`src/corr_pkg.sv`:
```
// Shared widths, types and the baseline count for the correlator, imported by the design and testbench
package corr_pkg;

	// ========================================
	// Delay line selection
	// ========================================

	localparam int DELAY_BITS = 3; // Bits of a per-input tap selection
	localparam int MAX_DELAY = 7; // Deepest in-phase tap in strobes

	typedef logic [DELAY_BITS-1:0] delay_sel_t;

	// ========================================
	// Integration
	// ========================================

	localparam int INTEG_BITS = 16;

	typedef logic [INTEG_BITS-1:0] integ_len_t; // Sample strobes per integration

	// ========================================
	// Baselines
	// ========================================

	// One baseline per unordered pair of inputs
	function automatic int num_baselines(input int num_inputs);
		int count;
		count = num_inputs * (num_inputs - 1) / 2;
		return count;
	endfunction

endpackage

```
`src/sample_bus_if.sv`:
```
// Delayed sample bus from the delay bank to the accumulator array, one bit per input per strobe
`timescale 1ns/1ps

interface sample_bus_if #(
	parameter int NUM_INPUTS = 4
) ();

	logic strobe; // One cycle per accepted sample
	logic [NUM_INPUTS-1:0] inphase; // Tap at the selected delay
	logic [NUM_INPUTS-1:0] quadrature; // Tap at the selected delay plus the quadrature lag
	logic frame_end; // Marks the last sample of an integration

	modport source (
		output strobe,
		output inphase,
		output quadrature,
		output frame_end
	);

	modport sink (
		input strobe,
		input inphase,
		input quadrature,
		input frame_end
	);

endinterface

```
`src/frame_if.sv`:
```
// Snapshot frame from the accumulator array to the serializer, with the serializer's busy flag back
`timescale 1ns/1ps

interface frame_if import corr_pkg::*; #(
	parameter int NUM_INPUTS = 4,
	parameter int RESOLUTION = 12
) ();

	localparam int NB = num_baselines(NUM_INPUTS);

	logic [2*NB-1:0][RESOLUTION-1:0] sums; // Real at 2k and imaginary at 2k+1 for baseline k
	logic [NB-1:0] overflow;
	logic valid; // Pulses when a new snapshot is loaded
	logic busy; // Serializer is still sending

	modport source (
		output sums,
		output overflow,
		output valid,
		input busy
	);

	modport sink (
		input sums,
		input overflow,
		input valid,
		output busy
	);

endinterface

```
`src/sample_delay_bank.sv`:
```
// Input side of the correlator: per-input delay lines with selectable taps and the integration counter
`timescale 1ns/1ps

module sample_delay_bank import corr_pkg::*; #(
	parameter int NUM_INPUTS = 4,
	parameter int QUAD_LAG = 2
) (
	input logic pllclk,
	input logic reset,
	input logic [NUM_INPUTS-1:0] samples,
	input logic sample_strobe,
	input delay_sel_t [NUM_INPUTS-1:0] delay_sel,
	input integ_len_t integ_len,
	sample_bus_if.source bus
);

	localparam int HIST_LEN = MAX_DELAY + QUAD_LAG; // Past samples kept besides the current one

	logic [NUM_INPUTS-1:0][HIST_LEN-1:0] hist; // Bit 0 is the previous sample
	logic [NUM_INPUTS-1:0][HIST_LEN:0] taps; // Bit j is the sample from j strobes earlier
	integ_len_t strobe_cnt;
	integ_len_t len_q;
	integ_len_t eff_len;
	integ_len_t cur_len;
	logic last_strobe;

	// ========================================
	// Delay lines
	// ========================================

	always_comb begin
		for (int k = 0; k < NUM_INPUTS; k++) begin
			taps[k] = {hist[k], samples[k]};
		end
	end

	always_ff @(posedge pllclk) begin
		if (sample_strobe) begin
			for (int k = 0; k < NUM_INPUTS; k++) begin
				bus.inphase[k] <= taps[k][delay_sel[k]];
				bus.quadrature[k] <= taps[k][delay_sel[k] + QUAD_LAG];
			end
		end
	end

	// ========================================
	// Integration counter
	// ========================================

	always_comb begin
		eff_len = (integ_len == '0) ? integ_len_t'(1) : integ_len; // Zero length acts as one
		cur_len = (strobe_cnt == '0) ? eff_len : len_q; // A new frame uses the live length
		last_strobe = ((strobe_cnt + integ_len_t'(1)) == cur_len);
	end

	always_ff @(posedge pllclk) begin
		if (!reset) begin
			hist <= '0; // History reads as zero until filled
			strobe_cnt <= '0;
			len_q <= '0;
			bus.strobe <= 1'b0;
			bus.frame_end <= 1'b0;
		end else begin
			bus.strobe <= sample_strobe;
			bus.frame_end <= sample_strobe && last_strobe;
			if (sample_strobe) begin
				for (int k = 0; k < NUM_INPUTS; k++) begin
					hist[k] <= taps[k][HIST_LEN-1:0];
				end
				if (strobe_cnt == '0) begin
					len_q <= eff_len;
				end
				strobe_cnt <= last_strobe ? '0 : strobe_cnt + integ_len_t'(1);
			end
		end
	end

	// The accumulators need a free cycle between strobes
	strobe_spacing: assert property (@(posedge pllclk) disable iff (!reset)
		sample_strobe |=> !sample_strobe);

endmodule

```
`src/baseline_accumulator.sv`:
```
// Saturating real and imaginary agreement counters for one baseline of the correlator array
`timescale 1ns/1ps

module baseline_accumulator #(
	parameter int RESOLUTION = 12
) (
	input logic pllclk,
	input logic reset,
	input logic strobe,
	input logic frame_end,
	input logic sample_a,
	input logic sample_b,
	input logic sample_b_quad,
	output logic [RESOLUTION-1:0] sum_re,
	output logic [RESOLUTION-1:0] sum_im,
	output logic overflow,
	output logic [RESOLUTION-1:0] total_re,
	output logic [RESOLUTION-1:0] total_im,
	output logic total_overflow
);

	typedef logic [RESOLUTION-1:0] count_t;

	localparam count_t MAX_COUNT = '1;

	logic inc_re;
	logic inc_im;
	logic sat_re;
	logic sat_im;

	always_comb begin
		inc_re = strobe && (sample_a == sample_b);
		inc_im = strobe && (sample_a == sample_b_quad);
		sat_re = (sum_re == MAX_COUNT);
		sat_im = (sum_im == MAX_COUNT);
		total_re = (inc_re && !sat_re) ? sum_re + count_t'(1) : sum_re;
		total_im = (inc_im && !sat_im) ? sum_im + count_t'(1) : sum_im;
		// An agreement lost at full scale marks the frame as overflowed
		total_overflow = overflow || (inc_re && sat_re) || (inc_im && sat_im);
	end

	always_ff @(posedge pllclk) begin
		if (!reset) begin
			sum_re <= '0;
			sum_im <= '0;
			overflow <= 1'b0;
		end else if (strobe && frame_end) begin
			sum_re <= '0; // Totals leave through the snapshot
			sum_im <= '0;
			overflow <= 1'b0;
		end else begin
			sum_re <= total_re;
			sum_im <= total_im;
			overflow <= total_overflow;
		end
	end

	count_monotonic: assert property (@(posedge pllclk) disable iff (!reset)
		!frame_end |=> (sum_re >= $past(sum_re)) && (sum_im >= $past(sum_im)));

endmodule

```
`src/correlator_array.sv`:
```
// Processing part of the correlator: one accumulator per baseline and the frame snapshot register
`timescale 1ns/1ps

module correlator_array import corr_pkg::*; #(
	parameter int NUM_INPUTS = 4,
	parameter int RESOLUTION = 12
) (
	input logic pllclk,
	input logic reset,
	sample_bus_if.sink bus,
	frame_if.source fr
);

	localparam int NB = num_baselines(NUM_INPUTS);

	logic [NB-1:0][RESOLUTION-1:0] tot_re;
	logic [NB-1:0][RESOLUTION-1:0] tot_im;
	logic [NB-1:0] tot_ovf;

	// ========================================
	// Baselines in pair order (0,1) (0,2) ... (1,2) ...
	// ========================================

	for (genvar a = 0; a < NUM_INPUTS - 1; a++) begin : g_row
		for (genvar b = a + 1; b < NUM_INPUTS; b++) begin : g_col
			localparam int K = a * NUM_INPUTS - a * (a + 1) / 2 + (b - a - 1);

			baseline_accumulator #(
				.RESOLUTION(RESOLUTION)
			) u_acc (
				.pllclk(pllclk),
				.reset(reset),
				.strobe(bus.strobe),
				.frame_end(bus.frame_end),
				.sample_a(bus.inphase[a]),
				.sample_b(bus.inphase[b]),
				.sample_b_quad(bus.quadrature[b]),
				.sum_re(),
				.sum_im(),
				.overflow(),
				.total_re(tot_re[K]),
				.total_im(tot_im[K]),
				.total_overflow(tot_ovf[K])
			);
		end
	end

	// ========================================
	// Snapshot
	// ========================================

	always_ff @(posedge pllclk) begin
		if (bus.strobe && bus.frame_end) begin
			for (int k = 0; k < NB; k++) begin
				fr.sums[2*k] <= tot_re[k];
				fr.sums[2*k+1] <= tot_im[k];
			end
			fr.overflow <= tot_ovf;
		end
	end

	always_ff @(posedge pllclk) begin
		if (!reset) begin
			fr.valid <= 1'b0;
		end else begin
			fr.valid <= bus.strobe && bus.frame_end; // Lands with the snapshot
		end
	end

endmodule

```
`src/frame_serializer.sv`:
```
// Output side of the correlator: sends each frame word by word over four-phase req/ack
`timescale 1ns/1ps

module frame_serializer import corr_pkg::*; #(
	parameter int NUM_INPUTS = 4,
	parameter int RESOLUTION = 12
) (
	input logic pllclk,
	input logic reset,
	frame_if.sink fr,
	input logic out_ack,
	output logic out_req,
	output logic [RESOLUTION-1:0] out_data,
	output logic frame_dropped
);

	localparam int NB = num_baselines(NUM_INPUTS);
	localparam int NUM_WORDS = 2 * NB + 1; // Sums then one status word
	localparam int IDX_BITS = $clog2(NUM_WORDS);

	typedef logic [RESOLUTION-1:0] word_t;
	typedef enum logic [1:0] {
		idle,
		send,
		wait_ack_high,
		wait_ack_low
	} ser_state_t;

	ser_state_t state;
	word_t [NUM_WORDS-1:0] word_buf;
	logic [IDX_BITS-1:0] word_idx;

	assign fr.busy = (state != idle);

	// ========================================
	// Handshake FSM
	// ========================================

	always_ff @(posedge pllclk) begin
		if (!reset) begin
			state <= idle;
			out_req <= 1'b0;
			word_idx <= '0;
			frame_dropped <= 1'b0;
		end else begin
			frame_dropped <= fr.valid && fr.busy; // Snapshot lost while sending
			case (state)
				idle: begin
					if (fr.valid) begin
						out_req <= 1'b1; // First word goes out with the capture
						word_idx <= '0;
						state <= wait_ack_high;
					end
				end
				send: begin
					out_req <= 1'b1;
					state <= wait_ack_high;
				end
				wait_ack_high: begin
					if (out_ack) begin
						out_req <= 1'b0;
						state <= wait_ack_low;
					end
				end
				wait_ack_low: begin
					if (!out_ack) begin
						if (word_idx == IDX_BITS'(NUM_WORDS - 1)) begin
							state <= idle;
						end else begin
							word_idx <= word_idx + 1'b1;
							state <= send;
						end
					end
				end
				default: state <= idle;
			endcase
		end
	end

	// Data only changes while out_req is low
	always_ff @(posedge pllclk) begin
		if (state == idle && fr.valid) begin
			word_buf <= {word_t'(fr.overflow), fr.sums};
			out_data <= fr.sums[0];
		end else if (state == send) begin
			out_data <= word_buf[word_idx];
		end
	end

	data_stable: assert property (@(posedge pllclk) disable iff (!reset)
		out_req |=> !out_req || $stable(out_data));

endmodule

```
`src/correlator_top.sv`:
```
// RTL top level of the correlator: plain ports in, interfaces built here to join the three parts
`timescale 1ns/1ps

module correlator_top import corr_pkg::*; #(
	parameter int NUM_INPUTS = 4,
	parameter int RESOLUTION = 12,
	parameter int QUAD_LAG = 2
) (
	input logic pllclk,
	input logic reset,
	input logic [NUM_INPUTS-1:0] samples,
	input logic sample_strobe,
	input delay_sel_t [NUM_INPUTS-1:0] delay_sel,
	input integ_len_t integ_len,
	input logic out_ack,
	output logic out_req,
	output logic [RESOLUTION-1:0] out_data,
	output logic frame_dropped
);

	sample_bus_if #(.NUM_INPUTS(NUM_INPUTS)) sample_bus ();
	frame_if #(.NUM_INPUTS(NUM_INPUTS), .RESOLUTION(RESOLUTION)) frame ();

	sample_delay_bank #(
		.NUM_INPUTS(NUM_INPUTS),
		.QUAD_LAG(QUAD_LAG)
	) u_delay_bank (
		.pllclk(pllclk),
		.reset(reset),
		.samples(samples),
		.sample_strobe(sample_strobe),
		.delay_sel(delay_sel),
		.integ_len(integ_len),
		.bus(sample_bus)
	);

	correlator_array #(
		.NUM_INPUTS(NUM_INPUTS),
		.RESOLUTION(RESOLUTION)
	) u_array (
		.pllclk(pllclk),
		.reset(reset),
		.bus(sample_bus),
		.fr(frame)
	);

	frame_serializer #(
		.NUM_INPUTS(NUM_INPUTS),
		.RESOLUTION(RESOLUTION)
	) u_serializer (
		.pllclk(pllclk),
		.reset(reset),
		.fr(frame),
		.out_ack(out_ack),
		.out_req(out_req),
		.out_data(out_data),
		.frame_dropped(frame_dropped)
	);

endmodule

```
`config.mk`:
```
export PLATFORM = sky130hd
export DESIGN_NAME = correlator_top
export DESIGN_NICKNAME = d
export VERILOG_FILES = /design/src/corr_pkg.sv /design/src/sample_bus_if.sv /design/src/frame_if.sv /design/src/sample_delay_bank.sv /design/src/baseline_accumulator.sv /design/src/correlator_array.sv /design/src/frame_serializer.sv /design/src/correlator_top.sv
export SDC_FILE = /design/constraint.sdc
export NUM_CORES = 1
export LEC_CHECK = 0
export BUFFER_PORTS_ARGS = -buffer_cell sky130_fd_sc_hd__buf_2
export CORE_MARGIN = 5
export CORE_UTILIZATION = 40
export CTS_CLUSTER_DIAMETER = 80
export DETAILED_ROUTE_END_ITERATION = 8
export HOLD_SLACK_MARGIN = 0.12
export PLACE_DENSITY_LB_ADDON = 0.12
export SLEW_MARGIN = 20
export SYNTH_ARGS = -nofsm -noshare
export SYNTH_HDL_FRONTEND = slang
export SYNTH_SLANG_ARGS = --single-unit
```
`constraint.sdc`:
```
create_clock -name pllclk -period 6.16 [get_ports pllclk]
set_clock_uncertainty 0.15 [all_clocks]
set_input_delay 1.232 -clock pllclk [delete_from_list [all_inputs] [get_ports pllclk]]
set_output_delay 1.232 -clock pllclk [all_outputs]
set_load 0.03 [all_outputs]
```
* Yosys cells after proc, flatten, opt, wreduce, memory -nomap -nowiden
Index checks and enable logic that the tools add are counted.
** Operators by class
- Add/subtract/negate cells :: 18
- $mul :: 0
- Divide/modulo/power cells :: 0
- Magnitude comparators :: 9
- Eq/ne operators :: 33
- Shift-type cells :: 0
- Multiplexer cells :: 47
- Bitwise operators :: 1
- Reductions and logical operators :: 75
** Operators with widths (count)
- $mux W12 :: 15
- $add A12 B1 Y12 const B :: 12
- $eq A12 B12 Y1 const B :: 12
- $lt A32 B5 Y1 const B :: 4
- $bmux W12 S4 :: 1
- $mux W16 :: 3
- $logic_and A1 B1 Y1 :: 40
- $logic_not A16 Y1 :: 2
- $lt A3 B5 Y1 const B :: 4
- $add A16 B1 Y16 const B :: 1
- $add A3 B2 Y4 const B :: 4
- $bmux W1 S4 :: 4
- $eq A16 B16 Y1 :: 1
- $bmux W1 S3 :: 4
- $eq A1 B1 Y1 :: 12
- $logic_not A1 Y1 :: 12
- $logic_or A1 B1 Y1 :: 12
- $mux W4 :: 3
- $mux W1 :: 11
- $ne A2 B2 Y1 const B :: 4
- $pmux W2 S4 :: 1
- $pmux W4 S2 :: 1
- $mux W2 :: 3
- $reduce_and A3 Y1 :: 2
- other kinds (12) :: 15
** Storage, ports and cells
- Flip-flop bits (word level) :: 549
- Latch bits :: 0
- Bits in writable memories :: 0
- Bits in read-only memories :: 0
- Input port bits :: 36
- Output and inout bits :: 14
- Logic and storage cells :: 243
- Memories kept :: 0

* Depth between registers and ports, before layout
- Depth in word-level cells :: 5
- Depth in mapped cells :: 12
- Gate-level depth less buffers :: 9

* By module
From an unflattened synthesis, not the netlist that was laid out.
** Second synthesis, totals
- Cells, all modules :: 1930
- Area total of the unflattened synthesis :: 23816.6 um^2
** Modules (own cells, without submodules)
- baseline_accumulator at u_array.g_row[0].g_col[1].u_acc ... :: times used 5, cells an instance 154, area an instance 1358.8 um^2, seq. area each 500.5 um^2
- frame_serializer :: times used 1, cells an instance 372, area an instance 6657.6 um^2, seq. area each 5024.8 um^2
- correlator_array :: times used 1, cells an instance 153, area an instance 4536.9 um^2, seq. area each 4524.3 um^2
- sample_delay_bank :: times used 1, cells an instance 438, area an instance 4242.8 um^2, seq. area each 1641.6 um^2
- baseline_accumulator at u_array.g_row[1].g_col[3].u_acc :: times used 1, cells an instance 197, area an instance 1585.3 um^2, seq. area each 500.5 um^2

* Worst setup path before layout
No wires, ideal clock.
- Path kind :: register -> register
- Start point :: register u_delay_bank.bus.strobe
- End point :: register u_array.g_row[0].g_col[1].u_acc.overflow
- Setup time :: 0.128 ns
- Data arrival time :: 5.113 ns
- Data required time :: 5.882 ns
- Slack :: 0.769 ns
- Cell stages (with the launch flop) :: 7
- Buffers on the path :: 3
- Cell sequence :: dfxtp_1 > clkbuf_1 > and2_1 > nand2b_1 > clkbuf_1 > clkbuf_1 > nor2b_1
** On the way
- Longest elaborated chain between the ends :: 4
- Elaborated cells on any way between the ends :: 8
- Classes of those cells :: reduce/logical (8)
** Ends and longest elaborated chain
- start, declared :: RTL line sample_bus_if.sv:14 : output strobe,
- start signal, assigned :: RTL line sample_delay_bank.sv:64 : bus.strobe <= sample_strobe;
- $logic_and A1 B1 Y1 :: RTL line baseline_accumulator.sv:32 : inc_re = strobe && (sample_a == sample_b);
- $logic_and A1 B1 Y1 :: RTL line baseline_accumulator.sv:39 : total_overflow = overflow || (inc_re && sat_re) || (inc_im && sat_im);
- $logic_or A1 B1 Y1 (2 in series) :: RTL line baseline_accumulator.sv:39
- end signal, assigned :: RTL line baseline_accumulator.sv:54 : overflow <= total_overflow;
- end, declared :: RTL line baseline_accumulator.sv:16 : output logic overflow,
Parallel ways exist; a longest one is shown, timed or not.
A chain may end at the register's enable or synchronous reset.

* Final worst setup path
- Start point :: register u_delay_bank.strobe_cnt[0]
- End point :: register u_delay_bank.strobe_cnt[1]
** On the way
- Longest elaborated chain between the ends :: 4
- Elaborated cells on any way between the ends :: 5
- Classes of those cells :: add/sub (1); eq/ne (1); mux (2); reduce/logical (1)
** Ends and longest elaborated chain
- start, declared :: RTL line sample_delay_bank.sv:21 : integ_len_t strobe_cnt;
- start signal, assigned :: RTL line sample_delay_bank.sv:73 : strobe_cnt <= last_strobe ? '0 : strobe_cnt + integ_len_t'(1);
- branches (longest 3 deep; another with $add A16 B1 Y16)
- $mux W16 * :: RTL line sample_delay_bank.sv:73
Every way passes the cells marked *.

==> metrics <==
PD cells 296.2 nW/um2; register area 14,130 um2; Seq cells post-synth 546; Detailed Place HPWL 31,590 um; WL per Instance 18.64 um; share of the synthesized area in the top cell type 42.85%; Lkg Pwr 8.972 nW; syn_nets 1,763; CTS Hold Buffers Added 0; Final Net Count 1,813; achievable frequency 258.6 MHz; mux cell area share after synthesis 8.261%; ys flop type edfxtp_1; first-pass GRT wire length 75,150 um; initial core utilization 40.50%; final slew viol count 0; gr usage total 15.76%; die height 246.4 um; antenna violations before repair 5; synth top area cells edfxtp_1 43%, dfxtp_1 20%, nor2b_1 5.3%; DRT Pass-1 Iters 5; layout cells sized above 1 12.56%; Clk Latency, worst-skew pair 620 ps; syn_area_per_cell 13.09 um2; vias 12.78k; XOR/XNOR Fraction of Synth Area 7.287%; status finished, final reports clean; critical path startpoint category register; fillers 4,973; largest family of logic cells by synthesized area simple AND/OR/NAND/NOR gates; final worst-path cycle share 62.79%; CTS tree yes; Required @ worst endpoint 6450 ps; synthesized cell area 22,360 um2; largest area contributor in the netlist edfxtp_1; CP endpoint kind register; number of synthesized flops with an enable pin 319; pin count of the biggest net entering global routing 151; total gr overflow 0; final setup fails 0; count leader, synth edfxtp_1; Synth cell types 61; drt drc 0; Rows 86; vias per cell 4.996; GPL Wtd Cong 0.8383; RSZ-0062 raised after global routing no; Placeable Area 55,200 um2; die area 60,720 um2; area delta synth->final 12.70%; adder-cell share of the synthesized area 1.063%; sequential cell area fraction in the yosys report 63.17%; crit path max fanout 36; Die W 246.4 um; Async SR Flop Fraction 0%; Post-Synth Simple-Gate Area 15.12%; Clock Sinks 546; Max IR drop VDD 0.0002163 V; critical path class reg -> reg; H-tree depth 2; Buffers on Ports 49; Hold Fails Final Rpt 0; worst-path cell chain inv_1 -> ha_1 -> nor4b_2 -> and4_1 -> buf_4 -> mux2_2 -> a211oi_1 -> nand4_1 -> nor4b_4 -> o21ai_0; I/O Pins 50; Ys Warns 0; synth cell count leaders 319 x edfxtp_1, 227 x dfxtp_1, 188 x nor2b_1; crit path DAT 4160 ps; initial drt markers 768; Post-CTS Resized 0; Post-Route WL 47,670 um; Slew headroom 20.17%; worst hold path type reg -> reg; Tot Pwr 7.462 mW; CP max stage delay 880 ps; TritonCTS Buffers 58; Tightest Pin Transition 1186 ps; fin crit period 3868 ps; # Post-CTS Setup Buffers 0; area fraction in compound gates after synthesis 3.252%; Max Cap Violations 0; Root Driver clkbuf_16; slowest CP cell nor4b_4; Gate Count Post-Synth 1,708; clk slew on worst S/H paths 60 ps; Multi-input gate area 7830 um2; vias in the first global route 12.86k; CTS max path bufs 3; Antenna Nets Post-Route 0; total negative slack 0 ps
[through the flow]
step	hold WS (ps)	worst slack, ps	std cells	cell area [um2]	utilization [%]
after floorplan	250.3	769.0	1708	22360	-
after global placement	250.6	2311	2446	23350	42.30
after detailed placement	254.5	2254	2446	23350	42.30
after CTS	260.1	2275	2556	25190	45.64
after global routing	267.2	1940	2557	25200	45.64
final	258.3	2292	2557	25200	45.64
[critical path, delay by kind of cell (launching register included)]
family	cells	cell delay [ps]
and+or+nand+nor	4	1600
AOI/OAI and AO/OA	2	460
adders and majority gates	1	190
DFF	1	370
muxes	1	380
buffers and inverters	2	540
[cells in the final DEF, fill, tap and decap left out, types with 13 or more instances in the layout]
cell and instances:
a21boi_0 15, buf_4 14, mux4_2 45, mux2i_1 63, nor2_1 90, edfxtp_1 319
xnor2_1 107, a21oi_1 34, inv_1 23, mux2_2 18, nand4_1 33, ha_1 19
clkbuf_16 59, o21ai_0 13, buf_2 48, clkbuf_1 20, and3_1 34, nor2b_1 188
nor3_1 24, xor2_1 79, dfxtp_1 225, and2_1 17, nand3_1 72, nand2_1 122
[per-layer routing]
metal / vias to the layer above / track usage [%] / wire length, um
met5: - / 0 / 41
met4: 6 / 4.742 / 1018
met3: 68 / 2.886 / 2132
met2: 202 / 24.08 / 21350
met1: 6263 / 23.02 / 23130
li1: 6237 / - / -
[state kept, by name (all words and copies together) (netlist names), 12 cells and up]
signal                            flops
u_array.g_row.g_col.u_acc.sum_im     72
u_serializer.out_data                12
u_array.g_row.g_col.u_acc.sum_re     72
u_delay_bank.strobe_cnt              16
u_delay_bank.hist                    34
u_array.fr.sums                     144
u_serializer.word_buf               150
u_delay_bank.len_q                   16
[path summary, 6_finish.rpt]
path / slack [ps] / startpoint / cells after the start / to
max reg2reg: 2290 / u_delay_bank.strobe_cnt[0]$_SDFFE_PN0P_ / 10 / u_delay_bank.strobe_cnt[1]$_SDFFE_PN0P_
min reg2reg: 260 / u_array.fr.sums[23]$_DFFE_PP_ / 0 / u_serializer.word_buf[23]$_DFFE_PP_
min: 260 / u_array.fr.sums[23]$_DFFE_PP_ / 0 / u_serializer.word_buf[23]$_DFFE_PP_
max: 2290 / u_delay_bank.strobe_cnt[0]$_SDFFE_PN0P_ / 10 / u_delay_bank.strobe_cnt[1]$_SDFFE_PN0P_
[layout make-up]
| type | count | share of cell area [%] |
|---|---|---|
| Antenna cell | 1 | 0.009932 |
| Clock buffer | 86 | 6.540 |
| Clock inverter | 24 | 0.7648 |
| Inverter | 24 | 0.3774 |
| Multi-Input combinational cell | 1065 | 31.08 |
| Sequential cell | 546 | 56.07 |
| Tap cell | 748 | 3.715 |
| Timing Repair Buffer | 63 | 1.450 |
[kinds of logic after synthesis]
family          count (synthesis)
flops                         546
buf+inv                        97
fa+ha+maj                      19
xor+xnor                      186
mux                           126
compound gates                106
simple gates                  628
[power breakdown]
group | leakage, nW | internal (mW) | switching, mW
clock network | 0.901 | 1.94 | 1.41
registers | 4.75 | 3.85 | 0.0272
logic | 3.32 | 0.0995 | 0.138
No activity file was read; power rests on OpenSTA's default activity.
